`src/rtl/cpuPkg.sv`:
```
package cpuPkg;

    // Datapath and register-number widths
    localparam int DATA_W    = 16;
    localparam int REG_IDX_W = 3;

    typedef logic [DATA_W-1:0]    word_t;
    typedef logic [REG_IDX_W-1:0] regIdx_t;

    // Shift code: 0 pass, 1 LSL, 2 LSR, 3 ASR, all by one bit
    typedef logic [1:0] shift_t;

    // ALU code comes straight from the op field
    typedef logic [1:0] aluOp_t;

    typedef logic [2:0] opcode_t;

    // Instruction classes
    localparam opcode_t OPC_MOVE = 3'b110;
    localparam opcode_t OPC_ALU  = 3'b101;

    // Move class op field
    localparam aluOp_t OP_MOVE_IMM = 2'b10;
    localparam aluOp_t OP_MOVE_REG = 2'b00;

    // ALU class op field, doubles as ALU function select
    localparam aluOp_t OP_ADD = 2'b00;
    localparam aluOp_t OP_CMP = 2'b01;
    localparam aluOp_t OP_AND = 2'b10;
    localparam aluOp_t OP_MVN = 2'b11;

    // Which instruction field names the register file port
    typedef enum logic [1:0] {selRn, selRm, selRd} regSel_t;

    // Writeback source
    typedef enum logic {wbImm, wbResult} wbSel_t;

    // Controller states, one instruction in flight
    typedef enum logic [2:0] {
        Idle, Decode, WriteImm, LoadA, LoadB, Execute, WriteBack
    } ctrlState_t;

endpackage
```
`src/rtl/ctrlIf.sv`:
```
`timescale 1ns/1ns

interface ctrlIf;
    import cpuPkg::*;

    // Register number select for the decoder
    regSel_t regSel;

    // Register file write control
    logic   writeEn;
    wbSel_t wbSel;

    // Execution unit loads
    logic loadA;
    logic loadB;
    logic loadC;
    logic loadStatus;
    // Forces operand A to zero for move register
    logic zeroA;

    modport controller (
        output regSel, writeEn, wbSel, loadA, loadB, loadC, loadStatus, zeroA
    );

    modport decoder (input regSel);

    modport regFile (input writeEn, wbSel);

    modport exec (input loadA, loadB, loadC, loadStatus, zeroA);

endinterface

```
`src/rtl/cpuTop.sv`:
```
`timescale 1ns/1ns

module cpuTop (
    input  logic          clk,
    input  logic          reset,
    input  logic          start,
    input  logic          load,
    input  cpuPkg::word_t instr,
    output cpuPkg::word_t result,
    output logic          negative,
    output logic          overflow,
    output logic          zero,
    output logic          ready
);
    import cpuPkg::*;

    opcode_t opcode;
    aluOp_t  op;
    shift_t  shift;
    word_t   imm;
    regIdx_t regNum;
    word_t   readData;

    // Control bus from the controller to the datapath
    ctrlIf ctrlBus ();

    instrDecoder iDecoder (
        .clk    (clk),
        .reset  (reset),
        .load   (load),
        .instr  (instr),
        .ctrl   (ctrlBus.decoder),
        .opcode (opcode),
        .op     (op),
        .shift  (shift),
        .imm    (imm),
        .regNum (regNum)
    );

    cpuController iController (
        .clk    (clk),
        .reset  (reset),
        .start  (start),
        .opcode (opcode),
        .op     (op),
        .ready  (ready),
        .ctrl   (ctrlBus.controller)
    );

    // Result loops back as the writeback source
    registerFile iRegFile (
        .clk      (clk),
        .ctrl     (ctrlBus.regFile),
        .regNum   (regNum),
        .imm      (imm),
        .result   (result),
        .readData (readData)
    );

    execUnit iExec (
        .clk      (clk),
        .reset    (reset),
        .ctrl     (ctrlBus.exec),
        .readData (readData),
        .shift    (shift),
        .op       (op),
        .result   (result),
        .negative (negative),
        .overflow (overflow),
        .zero     (zero)
    );

endmodule

```
`src/rtl/execUnit.sv`:
```
`timescale 1ns/1ns

module execUnit (
    input  logic           clk,
    input  logic           reset,
    ctrlIf.exec            ctrl,
    input  cpuPkg::word_t  readData,
    input  cpuPkg::shift_t shift,
    input  cpuPkg::aluOp_t op,
    output cpuPkg::word_t  result,
    output logic           negative,
    output logic           overflow,
    output logic           zero
);
    import cpuPkg::*;

    word_t regA;
    word_t regB;
    word_t aIn;
    word_t bIn;
    word_t aluOut;
    logic  subOverflow;

    // Operand registers
    always_ff @(posedge clk) begin
        if (ctrl.loadA) begin
            regA <= readData;
        end
        if (ctrl.loadB) begin
            regB <= readData;
        end
    end

    assign aIn = ctrl.zeroA ? '0 : regA;

    // Shifter on B, one bit at most
    always_comb begin
        case (shift)
            2'd0:    bIn = regB;
            2'd1:    bIn = regB << 1;
            2'd2:    bIn = regB >> 1;
            // Arithmetic right keeps the sign bit
            default: bIn = {regB[DATA_W-1], regB[DATA_W-1:1]};
        endcase
    end

    // ALU
    always_comb begin
        case (op)
            OP_ADD:  aluOut = aIn + bIn;
            OP_CMP:  aluOut = aIn - bIn;
            OP_AND:  aluOut = aIn & bIn;
            default: aluOut = ~bIn;
        endcase
    end

    // Signed overflow of A - B
    // Operand signs differ and the difference takes the sign of B
    assign subOverflow = (aIn[DATA_W-1] != bIn[DATA_W-1]) &&
                         (aluOut[DATA_W-1] != aIn[DATA_W-1]);

    // Result register C and status flags
    always_ff @(posedge clk) begin
        if (reset) begin
            result   <= '0;
            negative <= 1'b0;
            overflow <= 1'b0;
            zero     <= 1'b0;
        end else begin
            if (ctrl.loadC) begin
                result <= aluOut;
            end
            if (ctrl.loadStatus) begin
                zero     <= (aluOut == '0);
                negative <= aluOut[DATA_W-1];
                overflow <= subOverflow;
            end
        end
    end

    // Flags only follow a subtraction, i.e. CMP
    statusOnSubtract: assert property (@(posedge clk) disable iff (reset)
        ctrl.loadStatus |-> (op == OP_CMP));

endmodule

```
`src/rtl/registerFile.sv`:
```
`timescale 1ns/1ns

module registerFile (
    input  logic            clk,
    ctrlIf.regFile          ctrl,
    input  cpuPkg::regIdx_t regNum,
    input  cpuPkg::word_t   imm,
    input  cpuPkg::word_t   result,
    output cpuPkg::word_t   readData
);
    import cpuPkg::*;

    // Eight general registers, not reset
    word_t regs [2**REG_IDX_W];
    word_t writeData;

    // Writeback source
    always_comb begin
        case (ctrl.wbSel)
            wbImm:   writeData = imm;
            default: writeData = result;
        endcase
    end

    // Single write port
    always_ff @(posedge clk) begin
        if (ctrl.writeEn) begin
            regs[regNum] <= writeData;
        end
    end

    // Combinational read at the same register number
    assign readData = regs[regNum];

    // Writes carry defined data, from either the decoder or the execution unit
    writeDataKnown: assert property (@(posedge clk)
        ctrl.writeEn |-> !$isunknown(writeData));

endmodule

```
`src/rtl/cpuController.sv`:
```
`timescale 1ns/1ns

module cpuController (
    input  logic            clk,
    input  logic            reset,
    input  logic            start,
    input  cpuPkg::opcode_t opcode,
    input  cpuPkg::aluOp_t  op,
    output logic            ready,
    ctrlIf.controller       ctrl
);
    import cpuPkg::*;

    ctrlState_t state;
    ctrlState_t nextState;
    logic       isMoveImm;
    logic       isMoveReg;
    logic       isAlu;
    logic       isCmp;

    // Instruction class decode
    assign isMoveImm = (opcode == OPC_MOVE) && (op == OP_MOVE_IMM);
    assign isMoveReg = (opcode == OPC_MOVE) && (op == OP_MOVE_REG);
    assign isAlu     = (opcode == OPC_ALU);
    assign isCmp     = isAlu && (op == OP_CMP);

    always_ff @(posedge clk) begin
        if (reset) begin
            state <= Idle;
        end else begin
            state <= nextState;
        end
    end

    // Next state
    always_comb begin
        nextState = Idle;
        case (state)
            Idle:      nextState = start ? Decode : Idle;
            Decode: begin
                // Unknown encodings fall back to Idle
                if (isMoveImm) begin
                    nextState = WriteImm;
                end else if (isMoveReg) begin
                    nextState = LoadB;
                end else if (isAlu) begin
                    nextState = LoadA;
                end
            end
            LoadA:     nextState = LoadB;
            LoadB:     nextState = Execute;
            // CMP only touches the flags, no writeback
            Execute:   nextState = isCmp ? Idle : WriteBack;
            default:   nextState = Idle;
        endcase
    end

    // Control outputs, decoded from state only
    always_comb begin
        ctrl.regSel     = selRn;
        ctrl.writeEn    = 1'b0;
        ctrl.wbSel      = wbResult;
        ctrl.loadA      = 1'b0;
        ctrl.loadB      = 1'b0;
        ctrl.loadC      = 1'b0;
        ctrl.loadStatus = 1'b0;
        ctrl.zeroA      = 1'b0;
        case (state)
            // Rn into A
            LoadA: ctrl.loadA = 1'b1;
            LoadB: begin
                ctrl.regSel = selRm;
                ctrl.loadB  = 1'b1;
            end
            Execute: begin
                ctrl.loadC      = 1'b1;
                ctrl.loadStatus = isCmp;
                // Move register is 0 + shifted Rm
                ctrl.zeroA      = isMoveReg;
            end
            WriteBack: begin
                ctrl.regSel  = selRd;
                ctrl.writeEn = 1'b1;
            end
            // Immediate into Rn
            WriteImm: begin
                ctrl.writeEn = 1'b1;
                ctrl.wbSel   = wbImm;
            end
            default: ;
        endcase
    end

    assign ready = (state == Idle);

    // State register stays inside the encoded set
    stateLegal: assert property (@(posedge clk) disable iff (reset)
        state inside {Idle, Decode, WriteImm, LoadA, LoadB, Execute, WriteBack});

    // Flag load and register write belong to different instructions
    noWriteWithStatus: assert property (@(posedge clk) disable iff (reset)
        !(ctrl.writeEn && ctrl.loadStatus));

    // Start taken in Idle makes the core busy on the next cycle
    readyOnlyIdle: assert property (@(posedge clk) disable iff (reset)
        (ready && start) |=> !ready);

endmodule

```
`src/rtl/instrDecoder.sv`:
```
`timescale 1ns/1ns

module instrDecoder (
    input  logic            clk,
    input  logic            reset,
    input  logic            load,
    input  cpuPkg::word_t   instr,
    ctrlIf.decoder          ctrl,
    output cpuPkg::opcode_t opcode,
    output cpuPkg::aluOp_t  op,
    output cpuPkg::shift_t  shift,
    output cpuPkg::word_t   imm,
    output cpuPkg::regIdx_t regNum
);
    import cpuPkg::*;

    word_t   instrReg;
    regIdx_t rn;
    regIdx_t rd;
    regIdx_t rm;

    // Instruction register
    // Held stable for the whole instruction since load is only legal in Idle
    always_ff @(posedge clk) begin
        if (reset) begin
            instrReg <= '0;
        end else if (load) begin
            instrReg <= instr;
        end
    end

    // Field slicing
    assign opcode = instrReg[15:13];
    assign op     = instrReg[12:11];
    assign rn     = instrReg[10:8];
    assign rd     = instrReg[7:5];
    assign shift  = instrReg[4:3];
    assign rm     = instrReg[2:0];

    // imm8 sign extended to a full word
    assign imm = {{(DATA_W - 8){instrReg[7]}}, instrReg[7:0]};

    // One register number for both read and write
    always_comb begin
        case (ctrl.regSel)
            selRm:   regNum = rm;
            selRd:   regNum = rd;
            default: regNum = rn;
        endcase
    end

endmodule

```
`config.mk`:
```
export PLATFORM = sky130hd
export DESIGN_NAME = cpuTop
export DESIGN_NICKNAME = d
export VERILOG_FILES = /design/src/rtl/cpuPkg.sv /design/src/rtl/ctrlIf.sv /design/src/rtl/cpuTop.sv /design/src/rtl/execUnit.sv /design/src/rtl/registerFile.sv /design/src/rtl/cpuController.sv /design/src/rtl/instrDecoder.sv
export SDC_FILE = /design/constraint.sdc
export NUM_CORES = 1
export LEC_CHECK = 0
export ABC_AREA = 0
export BUFFER_PORTS_ARGS = -buffer_cell sky130_fd_sc_hd__clkbuf_2
export CORE_MARGIN = 2
export CORE_UTILIZATION = 62
export CTS_BUF_LIST = sky130_fd_sc_hd__clkbuf_16
export DETAILED_ROUTE_END_ITERATION = 8
export HOLD_SLACK_MARGIN = 0.15
export PLACE_DENSITY = 0.8
export RECOVER_POWER = 50
export SLEW_MARGIN = 20
export SYNTH_ARGS = -nofsm -noshare
export SYNTH_HDL_FRONTEND = slang
export SYNTH_SLANG_ARGS = --single-unit
```
`constraint.sdc`:
```
create_clock -name clk -period 5.62 [get_ports clk]
set_input_delay 0.843 -clock clk [delete_from_list [all_inputs] [get_ports clk]]
set_output_delay 0.843 -clock clk [all_outputs]
set_load 0.005 [all_outputs]
```
======== After elaboration in Yosys (flattened, before gate mapping) ========
Memory sizes are Yosys's and may differ from the RTL's.
Cells that the tools add are included.
cells by class
  add/subtract/negate cells ............... 2
  equality and inequality tests ........... 16
  mux-type cells .......................... 20
  bitwise logic cells ..................... 2
  reduce and logical (&&, ||, !) cells .... 9
operators with widths
  operator              count
  $pmux W16 S3          2
  $mux W16              2
  $add A16 B16 Y16      1
  $and A16 B16 Y16      1
  $logic_not A16 Y1     1
  $not A16 Y16          1
  $sub A16 B16 Y16      1
  $eq A3 B3 Y1 const B  5
  $pmux W3 S5           1
  $mux W1               9
  $mux W3               3
  $eq A2 B1 Y1 const B  3
  $eq A2 B2 Y1 const B  3
  $eq A3 B2 Y1 const B  2
  $pmux W3 S2           1
  $logic_and A1 B1 Y1   4
  $logic_not A2 Y1      2
  $pmux W2 S2           1
  $eq A3 B1 Y1 const B  1
  $logic_not A3 Y1      1
  $mux W2               1
  $ne A1 B1 Y1          2
  $reduce_or A2 Y1      1
word-level totals
  flip-flop bits (word level) ............. 70
  memory bits (writable) .................. 128
  input port bits ......................... 20
  output and inout port bits .............. 20
  memories kept ........................... 1
memories
  name           words  bits a word  read ports  clocked after Yosys merged registers in  wr ports  RTL line            text
  iRegFile.regs  8      16           1           0                                        1         registerFile.sv:14  word_t regs [2**REG_IDX_W];

======== Depth between registers and ports, before layout ========
Gate-level depths: netlist of run 1.
  word-level depth ........................ 8
  depth in mapped cells ................... 19
  mapped depth without buffers ............ 16

======== By module ========
From an unflattened synthesis of run 1, not the netlist that was laid out.
second synthesis, totals
  cell total of the unflattened synthesis .. 782
  area, all modules ....................... 9889.5 µm²
modules (own cells, without submodules)
  module         instances  cells an instance  area each (µm²)
  registerFile   1          273                5190.0
  execUnit       1          385                3612.2
  instrDecoder   1          88                 834.6
  cpuController  1          36                 252.7

======== Worst setup path after synthesis of run 1 ========
OpenSTA, ideal clock, no wires.
  kind .................................... register -> register
  start ................................... register iDecoder.instrReg[3]
  end ..................................... register iExec.zero
  library setup time ...................... 0.069 ns
  arrival time ............................ 3.841 ns
  required time ........................... 5.551 ns
  setup slack ............................. 1.711 ns
  stages on the path, launching flop included .. 20
  clock period less this slack ............ 3.909 ns
  path through ............................ dfxtp_1 -> buf_6 -> buf_6 -> buf_4 -> mux2_1 -> mux2i_1 -> ha_1 -> a31oi_1 -> xor2_1 -> ha_1 -> buf_2 -> and4_1 -> and2_1 -> a22o_4 -> o31ai_4 -> o21ai_2 -> mux2_4 -> nor4_2 -> nand4_1 -> o21ai_1
on the way
  longest elaborated chain between the ends .. 5
ends and longest elaborated chain
  item                                      RTL line            text
  from (decl)                               instrDecoder.sv:17  word_t instrReg;
  from (signal assigned)                    instrDecoder.sv:28  instrReg <= instr;
  $eq A2 B2 Y1 (tied with other cells)      execUnit.sv:38      case (shift)
  $pmux W16 S3 (*)                          execUnit.sv:38
  $sub A16 B16 Y16 (tied with other cells)  execUnit.sv:51      OP_CMP: aluOut = aIn - bIn;
  $pmux W16 S3 (*)                          execUnit.sv:49      case (op)
  $logic_not A16 Y1 (*)                     execUnit.sv:74      zero <= (aluOut == '0);
  to (signal assigned)                      execUnit.sv:74
  to (decl)                                 execUnit.sv:13      output logic zero
Every way passes the cells marked *; elsewhere a longest branch is shown, timed or not.
A chain may end at the register's enable or synchronous reset.

======== Worst setup path after layout of run 1 ========
  start ................................... register iController.state[1]
  end ..................................... register iExec.result[14]
on the way
  longest elaborated chain between the ends .. 5
ends and longest elaborated chain
  item                                      RTL line             text
  from (decl)                               cpuController.sv:14  ctrlState_t state;
  from (signal assigned)                    cpuController.sv:29  state <= Idle;
  from (signal assigned)                    cpuController.sv:31  state <= nextState;
  $eq A3 B3 Y1 (*)                          cpuController.sv:68  case (state)
  $mux W1                                   cpuController.sv:68
  $mux W16                                  execUnit.sv:34       assign aIn = ctrl.zeroA ? '0 : regA;
  $sub A16 B16 Y16 (tied with other cells)  execUnit.sv:51
  $pmux W16 S3                              execUnit.sv:49
  to (signal assigned)                      execUnit.sv:71       result <= aluOut;
  to (decl)                                 execUnit.sv:10       output cpuPkg::word_t result,
Marked as above.

==> results of run 1 <==
-- cells in the mapped netlist (3+ instances only) --
master and count:
dfxtp_1 38, clkbuf_1 20, mux2_2 28, a22oi_1 3, nand4_1 3, ha_1 18
buf_6 3, a211oi_1 12, and2_1 17, nand2_1 37, nor2b_1 10, nor3b_1 14
mux4_2 32, xnor2_1 12, nor2_1 70, edfxtp_1 160, nand3_1 12, nand2b_1 15
inv_1 12, buf_4 3, o21ai_0 16, buf_1 4, a31oi_1 9, o211a_1 3
xor2_1 9, a21o_1 12, o21a_1 4, mux2i_1 31, buf_2 9, nor3_1 17
o22ai_1 5, a21oi_1 31, o21ai_1 3, and3_1 3, nand3b_1 5
-- cells in the final DEF (no fill, tap or decap), types with 15 or more instances in the layout --
cell       Yosys  routed
dfxtp_1       38      38
a21oi_1       31      28
nand2_1       37      37
nand2b_1      15      15
clkbuf_16      0      17
clkbuf_2       0      27
ha_1          18      18
mux2i_1       31      31
o21ai_0       16      16
mux2_2        28      22
nor3_1        17      15
nor2_1        70      70
and2_1        17      16
mux4_2        32      32
edfxtp_1     160     160
-- tightest hold or removal path, delay by kind of cell (launching register included) --
kind	cells	cell delay, ps
AOI/OAI and AO/OA	1	60
and+or+nand+nor	1	70
DFF	1	310
-- layer usage --
layer / routed length, um / part of all wire / track usage
met1: 8840 / 0.42 / 0.360
met5: 0 / 0 / 0
met4: 528 / 0.025 / 0.109
met2: 10200 / 0.49 / 0.427
met3: 1400 / 0.066 / 0.0623
-- layout make-up --
type | count | area, um2
Fill cell | 1016 | 4590
Clock buffer | 17 | 425
Timing Repair Buffer | 47 | 240
Clock inverter | 14 | 144
Multi-Input combinational cell | 480 | 3980
Tap cell | 211 | 264
Inverter | 13 | 48.8
Sequential cell | 198 | 5570
-- cells by family after synthesis --
family | count (synthesis) | synth area share
and+or+nand+nor | 219 | 0.119
DFF | 198 | 0.574
AOI/OAI and AO/OA | 122 | 0.0870
muxes | 99 | 0.152
buffers and inverters | 52 | 0.0248
xor gates and xnor gates | 21 | 0.0190
adders and majority gates | 19 | 0.0253
-- path summary, 6_finish.rpt --
| check | to | cells past startpoint |
|---|---|---|
| worst max register to register | iExec.result[14]$_SDFFE_PP0P_ | 14 |
| worst min-delay path | iExec.zero$_SDFFE_PP0P_ | 2 |
| worst max-delay path | iExec.result[14]$_SDFFE_PP0P_ | 14 |
| worst min register to register | iExec.zero$_SDFFE_PP0P_ | 2 |
-- report_power, final --
part / total [uW] / leakage, uW / internal [uW] / switching (uW)
combinational: 337 / 0.00175 / 149 / 189
sequential: 1590 / 0.00180 / 1580 / 13.8
clock: 1170 / 0.000275 / 621 / 549
total: 3100 / 0.00383 / 2350 / 751
-- state kept, by name, indices dropped and copies added (netlist names) --
name               flops
iExec.overflow         1
iDecoder.instrReg     16
iRegFile.regs        128
iExec.result          16
iExec.zero             1
iExec.negative         1
iExec.regA            16
iController.state      3
iExec.regB            16
-- stage by stage --
step	hold WS, ps	cell area, um2	utilization
floorplan	459	9700	-
global placement	460	10100	0.664
detailed placement	477	10100	0.664
CTS	488	10700	0.702
global route	509	10700	0.699
finish	484	10700	0.699
==> results.toml, run 1 <==
[global_route]
grt_pass1_wl_um = 32800
grtUsageTotal = 0.268
grt_overflow = 0
grt_max_degree = 41
antenna_found_initial = 0
grt_pass1_vias = 6019

[timing]
slew_violations = 58
maxSlewHeadroom = -0.470
finalWorstSetupSlack_ps = 893
fmax_mhz = 212
min_period_ps = 4730
setup_tns_ps = 0
worst_slew_pin_slew_ps = 2200
final-setup-viol-count = 0
clock_skew_ps = 8.40
fin_crit_sh = 0.841
rsz0062_at_grt = "no"
hold_viol_final = 0

[yosys]
ys_ff_latch = 198
synthCells = 730
yosysTopAreaCell = "edfxtp_1"
synth_area_leaders = "edfxtp_1 50%, dfxtp_1 7.8%, mux4_2 7.4%, mux2_2 3.2%, mux2i_1 3.2%"
ys_async_sr_fraction = 0
synth.cell_area_um2 = 9700
synth_ff_type = "edfxtp_1"
synth-edff-count = 160
synth_fp_nets = 769
synth_top_area_frac = 0.495
synth.distinct_cells = 76
ys_warn_count = 0
syn_area_per_cell_um2 = 13.3
ys_seq_area_frac = 0.574

[clock_network]
clkTransAtPathRegs_ps = 70
cts_buffers = 17
cts-root-buf = "clkbuf_16"
cts-htree-levels = 4
hold_buffers = 0
clock_sinks = 198
clock_latency_ps = 440
clockBufferDepth = 2
postCtsSetupRepairBufs = 0
post_cts_resized = 0
cts_tree = "done"

[status]
status = "finished with violations"
violations = "max-capacitance violations, max-slew violations"

[route]
avgRoutedWirePerCell_um = 21.4
viasPerCell = 6.20
dr.first_iter.drc_count = 572
drt-total-wl_um = 21000
drt_pass1_iterations = 6
num_vias = 6077
ant_nets = 0
drc_errors = 0

[setup_path]
required_ps = 5860
cp_top_family = "simple AND/OR/NAND/NOR gates"
cp-end-kind = "flop"
cp_num_buf_inv = 1
cp_slowest_cell = "or3_1"
path_class = "reg2reg"
path_cells = "nand3b_1, or3_1, nand2_1, ha_1, inv_1, fa_1, a211o_1, a21o_1, a22o_4, o31ai_4, o21ai_2, mux2_4, a211oi_1, nor3_1"
critPathArrivalTime_ps = 4960
start_kind = "flop"
slowest_delay_ps = 790
r2r-start = "iController.state[1]$_SDFF_PP0_"
rrSetupSlack_ps = 890
crit_fanout = 19
critPathLaunch = "iController.state[1]$_SDFF_PP0_"

[floorplanning]
dieHeight_um = 129
die_x_um = 129
die-area_um2 = 16700
core-area_um2 = 15300
rows = 45
floorplan.initialDensity = 0.636
ios = 40

[place]
gp_congestion = 0.875
dp_cells = 949
port_buffers = 39
pre_cts_ws_ps = 1110
dpl.hpwl_um = 14500

[pwr]
peakVddDrop_mv = 0.311
p_leak_uw = 0.00383
power.density_nw_per_um2 = 290
power_uw = 3100

[layout]
nets = 796
diodes = 0
final_cells = 980
area_growth_pct = 9.93
drive_above_1_share = 0.190

[job]
maxCapViolCount = 2

[min_path]
hp-start = "iExec.zero$_SDFFE_PP0P_"
hp-class = "reg2reg"
No activity file was read; power rests on OpenSTA's default activity.
==> run 2, diff against run 1 <==
--- a/config.mk
+++ b/config.mk
@@ -8,11 +8,11 @@
 export ABC_AREA = 0
 export BUFFER_PORTS_ARGS = -buffer_cell sky130_fd_sc_hd__clkbuf_2
 export CORE_MARGIN = 2
-export CORE_UTILIZATION = 62
+export CORE_UTILIZATION = 56
 export CTS_BUF_LIST = sky130_fd_sc_hd__clkbuf_16
 export DETAILED_ROUTE_END_ITERATION = 8
 export HOLD_SLACK_MARGIN = 0.15
-export PLACE_DENSITY = 0.8
+export PLACE_DENSITY = 0.76
 export RECOVER_POWER = 50
 export SLEW_MARGIN = 20
 export SYNTH_ARGS = -nofsm -noshare
==> constraint.sdc (replaced) <==
create_clock -name clk -period 4 [get_ports clk]
set_input_delay 0.6 -clock clk [delete_from_list [all_inputs] [get_ports clk]]
set_output_delay 0.6 -clock clk [all_outputs]
set_load 0.005 [all_outputs]
==> run 2 against run 1 <==
Effect of this change: the flow still finishes with violations (max-capacitance violations, max-slew violations); power increased by 43%; via count is 3.7% higher; first-iteration DRC count rose by 5.4%; register-to-register slack got worse by 700 ps; sequential power up 40%; wire length increased by 4.9%; cell area up 2.7%; combinational power increased by 57%; hold slack got worse by 84 ps; critical path depth is 1 higher.
==> results.toml, run 2 (synthesis gave the netlist of run 1 again) <==
[status]
status = "finished with violations"
violations = "max-capacitance violations, max-slew violations"

[pwr]
power_switching_uw = 1100
p_int_uw = 3340
power.density_nw_per_um2 = 406
comb_power_share = 0.119
pwr-share-clk = 0.380
peakVddDrop_mv = 0.369
power_frac_seq = 0.501
p_leak_uw = 0.00397
switching_share = 0.248

[route]
dr.first_iter.drc_count = 603
viasPerCell = 6.13
drt_pass1_iterations = 5
num_vias = 6299
avgRoutedWirePerCell_um = 21.4
drt-total-wl_um = 22000
drc_errors = 0
ant_nets = 0

[layout]
largest_register_ffs = 128
final_core_utilization = 0.640
final_cell_mix = "160 x edfxtp_1, 70 x nor2_1, 37 x nand2_1"
nets = 829
area_growth_pct = 12.9
diodes = 0
fillCellCount = 1257
fin_area_um2 = 11000
final_common_cell = "edfxtp_1"
regMostFlops = "iRegFile.regs"
final_cells = 1027
drive_above_1_share = 0.227

[clock_network]
cts_tree = "done"
clock_latency_ps = 440
clkTransAtPathRegs_ps = 80
cts-htree-levels = 4
cts-root-buf = "clkbuf_16"
cts_buffers = 17
clockBufferDepth = 2
hold_buffers = 0
clock_sinks = 198

[timing]
hold_viol_final = 0
fmax_mhz = 263
finalWorstSetupSlack_ps = 194
final-setup-viol-count = 0
slew_violations = 17
fin_crit_sh = 0.952
min_period_ps = 3810
maxSlewHeadroom = -0.421
clock_skew_ps = 11.6
worst_slew_pin_slew_ps = 2130

[place]
postPlaceCellArea_um2 = 10300
port_buffers = 39
dp_cells = 991
pre_cts_ws_ps = 86.8
gp_congestion = 0.976
dpl.hpwl_um = 15400

[setup_path]
start_kind = "flop"
required_ps = 4370
rrSetupSlack_ps = 190
crit_fanout = 12
cp-end-kind = "flop"
critPathArrivalTime_ps = 4180
path_class = "reg2reg"

[min_path]
hp-class = "in2reg"

[floorplanning]
die-area_um2 = 18400
rows = 48
die_x_um = 136
ios = 40
dieHeight_um = 136
floorplan.initialDensity = 0.567
core-area_um2 = 17100

[global_route]
grtUsageTotal = 0.249
grt_pass1_wl_um = 34400
antenna_found_initial = 0
grt_pass1_vias = 6309
grt_overflow = 0
grt_max_degree = 41

[job]
maxCapViolCount = 1
-- run 2: changes by cell type in the layout (fill, tap and decap cells not counted), sizes merged --
cell,delta
clkbuf,+5
inv,-1
buf,+28
clkinv,+1
-- run 2: layout make-up --
class / instances / area (um2) / area share
Multi-Input combinational cell: 480 / 3960 / 0.362
Clock buffer: 17 / 425 / 0.0388
Sequential cell: 198 / 5570 / 0.508
Tap cell: 225 / 282 / 0.0257
Clock inverter: 14 / 166 / 0.0152
Inverter: 13 / 48.8 / 0.00445
Timing Repair Buffer: 80 / 503 / 0.0459
-- run 2: per-layer routing --
| metal | vias to the layer above | part of all wire | global-route usage |
|---|---|---|---|
| met5 | - | 0 | 0 |
| met4 | 0 | 0.027 | 0.0851 |
| met3 | 40 | 0.055 | 0.0471 |
| met2 | 214 | 0.50 | 0.414 |
| met1 | 3140 | 0.42 | 0.333 |
| li1 | 2905 | - | - |
-- run 2: per-stage QoR --
| step | hold slack, ps | total power [uW] | setup TNS [ps] |
|---|---|---|---|
| after CTS | 383 | 4450 | 0 |
| after global routing | 396 | 4600 | -7.13 |
| after global placement | 472 | 2760 | 0 |
| after floorplan | 459 | 2650 | 0 |
| after detailed placement | 475 | 2770 | 0 |
| final | 400 | 4440 | 0 |
-- run 2: path summary, 6_finish.rpt --
path / from / cells after the start / end
setup / recovery: iDecoder.instrReg[3]$_SDFFE_PP0P_ / 15 / iExec.zero$_SDFFE_PP0P_
hold reg to reg: iExec.zero$_SDFFE_PP0P_ / 2 / iExec.zero$_SDFFE_PP0P_
hold / removal: instr[6] / 3 / iDecoder.instrReg[6]$_SDFFE_PP0P_
setup reg to reg: iDecoder.instrReg[3]$_SDFFE_PP0P_ / 15 / iExec.zero$_SDFFE_PP0P_
-- run 2: worst max-delay path, cell delays in order, from the launching register on --
cell,delay [ps]
dfxtp_4,380
buf_12,140
mux2_2,330
mux2i_1,400
a31oi_1,180
xor2_1,190
ha_1,360
and4_1,250
and2_1,170
a22o_4,240
o31ai_4,240
o21ai_2,100
mux2_4,310
nor4_2,260
nand4_1,120
o21ai_1,80
-- run 2: power groups by stage --
| stage | Clock [uW] | Sequential, uW | Combinational, uW |
|---|---|---|---|
| after floorplan | 0 | 2270 | 377 |
| after global placement | 0 | 2270 | 484 |
| after detailed placement | 0 | 2270 | 494 |
| after CTS | 1720 | 2230 | 501 |
| after global routing | 1810 | 2230 | 569 |
| final | 1690 | 2230 | 528 |
-- run 2: timing repair --
item                                    CTS  global route
buffers inserted                          0             4
endpoints found under the setup margin    0             6
gates resized for setup                   0            15
==> run 3, diff against run 2 <==
--- a/config.mk
+++ b/config.mk
@@ -13,7 +13,6 @@
 export DETAILED_ROUTE_END_ITERATION = 8
 export HOLD_SLACK_MARGIN = 0.15
 export PLACE_DENSITY = 0.76
-export RECOVER_POWER = 50
 export SLEW_MARGIN = 20
 export SYNTH_ARGS = -nofsm -noshare
 export SYNTH_HDL_FRONTEND = slang
==> run 3 against run 2 <==
Effect of this change: the run now ends clean; hold slack worse by 1.8 ps; clock power hardly changed; fmax decreased by 0.32%; sequential share of layout area fell by 0.36 points; sequential power hardly changed; power grew 0.28%; highest routed layer unchanged; cell area increased by 0.72%; first-iteration DRC count up 13%; global-route usage is the same; core utilization increased by 0.46 points; sequential cell count is the same; non-clock buffer count unchanged.
==> results.toml, run 3 (synthesis gave the netlist of run 1 again) <==
[global_route]
grt_max_degree = 41
grt_pass1_vias = 6309
grt_pass1_wl_um = 34400
antenna_found_initial = 0
grtUsageTotal = 0.249
grt_overflow = 0

[floorplanning]
floorplan.initialDensity = 0.567
dieHeight_um = 136
rows = 48
die-area_um2 = 18400
die_x_um = 136
ios = 40
core-area_um2 = 17100

[status]
status = "completed"

[clock_network]
cts_buffers = 17
cts_tree = "done"
clock_sinks = 198
hold_buffers = 0
clock_latency_ps = 440
clockBufferDepth = 2
cts-root-buf = "clkbuf_16"
clkTransAtPathRegs_ps = 80
cts-htree-levels = 4

[route]
drt-total-wl_um = 22100
drc_errors = 0
num_vias = 6295
drt_pass1_iterations = 5
ant_nets = 0
avgRoutedWirePerCell_um = 21.5
dr.first_iter.drc_count = 684
viasPerCell = 6.13

[timing]
slew_violations = 0
clock_skew_ps = 11.2
worst_slew_pin_slew_ps = 939
min_period_ps = 3820
final-setup-viol-count = 0
hold_viol_final = 0
maxSlewHeadroom = 0.367
fin_crit_sh = 0.955
finalWorstSetupSlack_ps = 182
setup_tns_ps = 0
fmax_mhz = 262

[layout]
multi_input_area_um2 = 4010
regMostFlops = "iRegFile.regs"
fillCellCount = 1243
register_area_um2 = 5570
final_cell_mix = "160 x edfxtp_1, 70 x nor2_1, 39 x clkbuf_2, 39 x buf_4, 37 x nand2_1"
final_common_cell = "edfxtp_1"
nets = 829
drive_above_1_share = 0.264
area_growth_pct = 13.7
diodes = 0
largest_register_ffs = 128

[setup_path]
critPathArrivalTime_ps = 4110
crit_fanout = 12
required_ps = 4300
rrSetupSlack_ps = 180
r2r-start = "iDecoder.instrReg[3]$_SDFFE_PP0P_"
cp-end-kind = "flop"
start_kind = "flop"
path_class = "reg2reg"
reg2reg_to = "iExec.overflow$_SDFFE_PP0P_"
r2r_cells = 16

[min_path]
hold-path-endpoint = "iDecoder.instrReg[6]$_SDFFE_PP0P_"
hold_depth = 3
hp-start = "instr[6]"
hp-class = "in2reg"

[pwr]
p_leak_uw = 0.00405
peakVddDrop_mv = 0.371
power.density_nw_per_um2 = 404

[place]
gp_congestion = 0.976
port_buffers = 39
dpl.hpwl_um = 15400
pre_cts_ws_ps = 86.8

[job]
maxCapViolCount = 0
[run 3: cell types whose count changed in the layout (fill, tap and decap cells not counted), moves of 3 or more]
cell / before / now
buf_4: 36 / 39
clkbuf_1: 18 / 0
clkbuf_2: 24 / 39
mux2_1: 8 / 2
mux2_2: 22 / 28
nor3b_1: 12 / 9
[run 3: through the flow]
stage / instance area, um2 / utilization / hold WS [ps] / std cells / total power [uW]
floorplan: 9700 / - / 459 / 730 / 2650
global placement: 10300 / 0.604 / 472 / 991 / 2760
detailed placement: 10300 / 0.604 / 475 / 991 / 2770
CTS: 10900 / 0.639 / 383 / 1022 / 4450
global route: 11000 / 0.645 / 396 / 1027 / 4610
finish: 11000 / 0.645 / 398 / 1027 / 4460
[run 3: per-layer routing]
| metal | part of all wire | wire length [um] | track usage | up-vias |
|---|---|---|---|---|
| li1 | - | - | - | 2914 |
| met2 | 0.50 | 11000 | 0.414 | 199 |
| met3 | 0.050 | 1090 | 0.0471 | 34 |
| met4 | 0.024 | 524 | 0.0851 | 0 |
| met5 | 0 | 0 | 0 | - |
| met1 | 0.43 | 9420 | 0.333 | 3148 |
[run 3: worst max-delay path by stage]
| stage | cells past startpoint | startpoint | end | slack (ps) |
|---|---|---|---|---|
| floorplan | 19 | iDecoder.instrReg[3]$_SDFFE_PP0P_ | iExec.zero$_SDFFE_PP0P_ | 90 |
| global placement | 17 | iDecoder.instrReg[3]$_SDFFE_PP0P_ | iExec.zero$_SDFFE_PP0P_ | 170 |
| detailed placement | 17 | iDecoder.instrReg[3]$_SDFFE_PP0P_ | iExec.zero$_SDFFE_PP0P_ | 90 |
| CTS | 17 | iDecoder.instrReg[3]$_SDFFE_PP0P_ | iExec.zero$_SDFFE_PP0P_ | 60 |
| global route | 17 | iDecoder.instrReg[3]$_SDFFE_PP0P_ | iExec.zero$_SDFFE_PP0P_ | -7 |
| finish | 16 | iDecoder.instrReg[3]$_SDFFE_PP0P_ | iExec.overflow$_SDFFE_PP0P_ | 180 |
[run 3: final cells by class]
cell class	count	area share
Sequential cell	198	0.505
Multi-Input combinational cell	480	0.363
Timing Repair Buffer	80	0.0483
Clock buffer	17	0.0385
Tap cell	225	0.0255
Clock inverter	14	0.0151
Inverter	13	0.00442
[run 3: what timing repair did]
item                       in CTS  in global routing
resized for setup               0                 15
setup endpoints to repair       0                  6
buffers inserted                0                  4
[run 3: power by group]
| part | internal [uW] | switching (uW) | total (uW) |
|---|---|---|---|
| Clock | 886 | 811 | 1700 |
| Combinational | 240 | 291 | 532 |
| Sequential | 2210 | 13.2 | 2230 |
| Total | 3340 | 1120 | 4460 |
[run 3: critical path, cell delays in order, from the launching register on]
cell and delay, ps:
dfxtp_4 380, buf_12 140, mux2_1 330, mux2i_2 180
ha_2 240, nor2_1 60, xor2_1 140, ha_1 350
o21ai_0 350, a211oi_2 130, nor3_2 250, nor3_1 110
a2111oi_2 420, xnor2_1 220, mux2i_4 130, nand4_1 110
o221ai_1 110
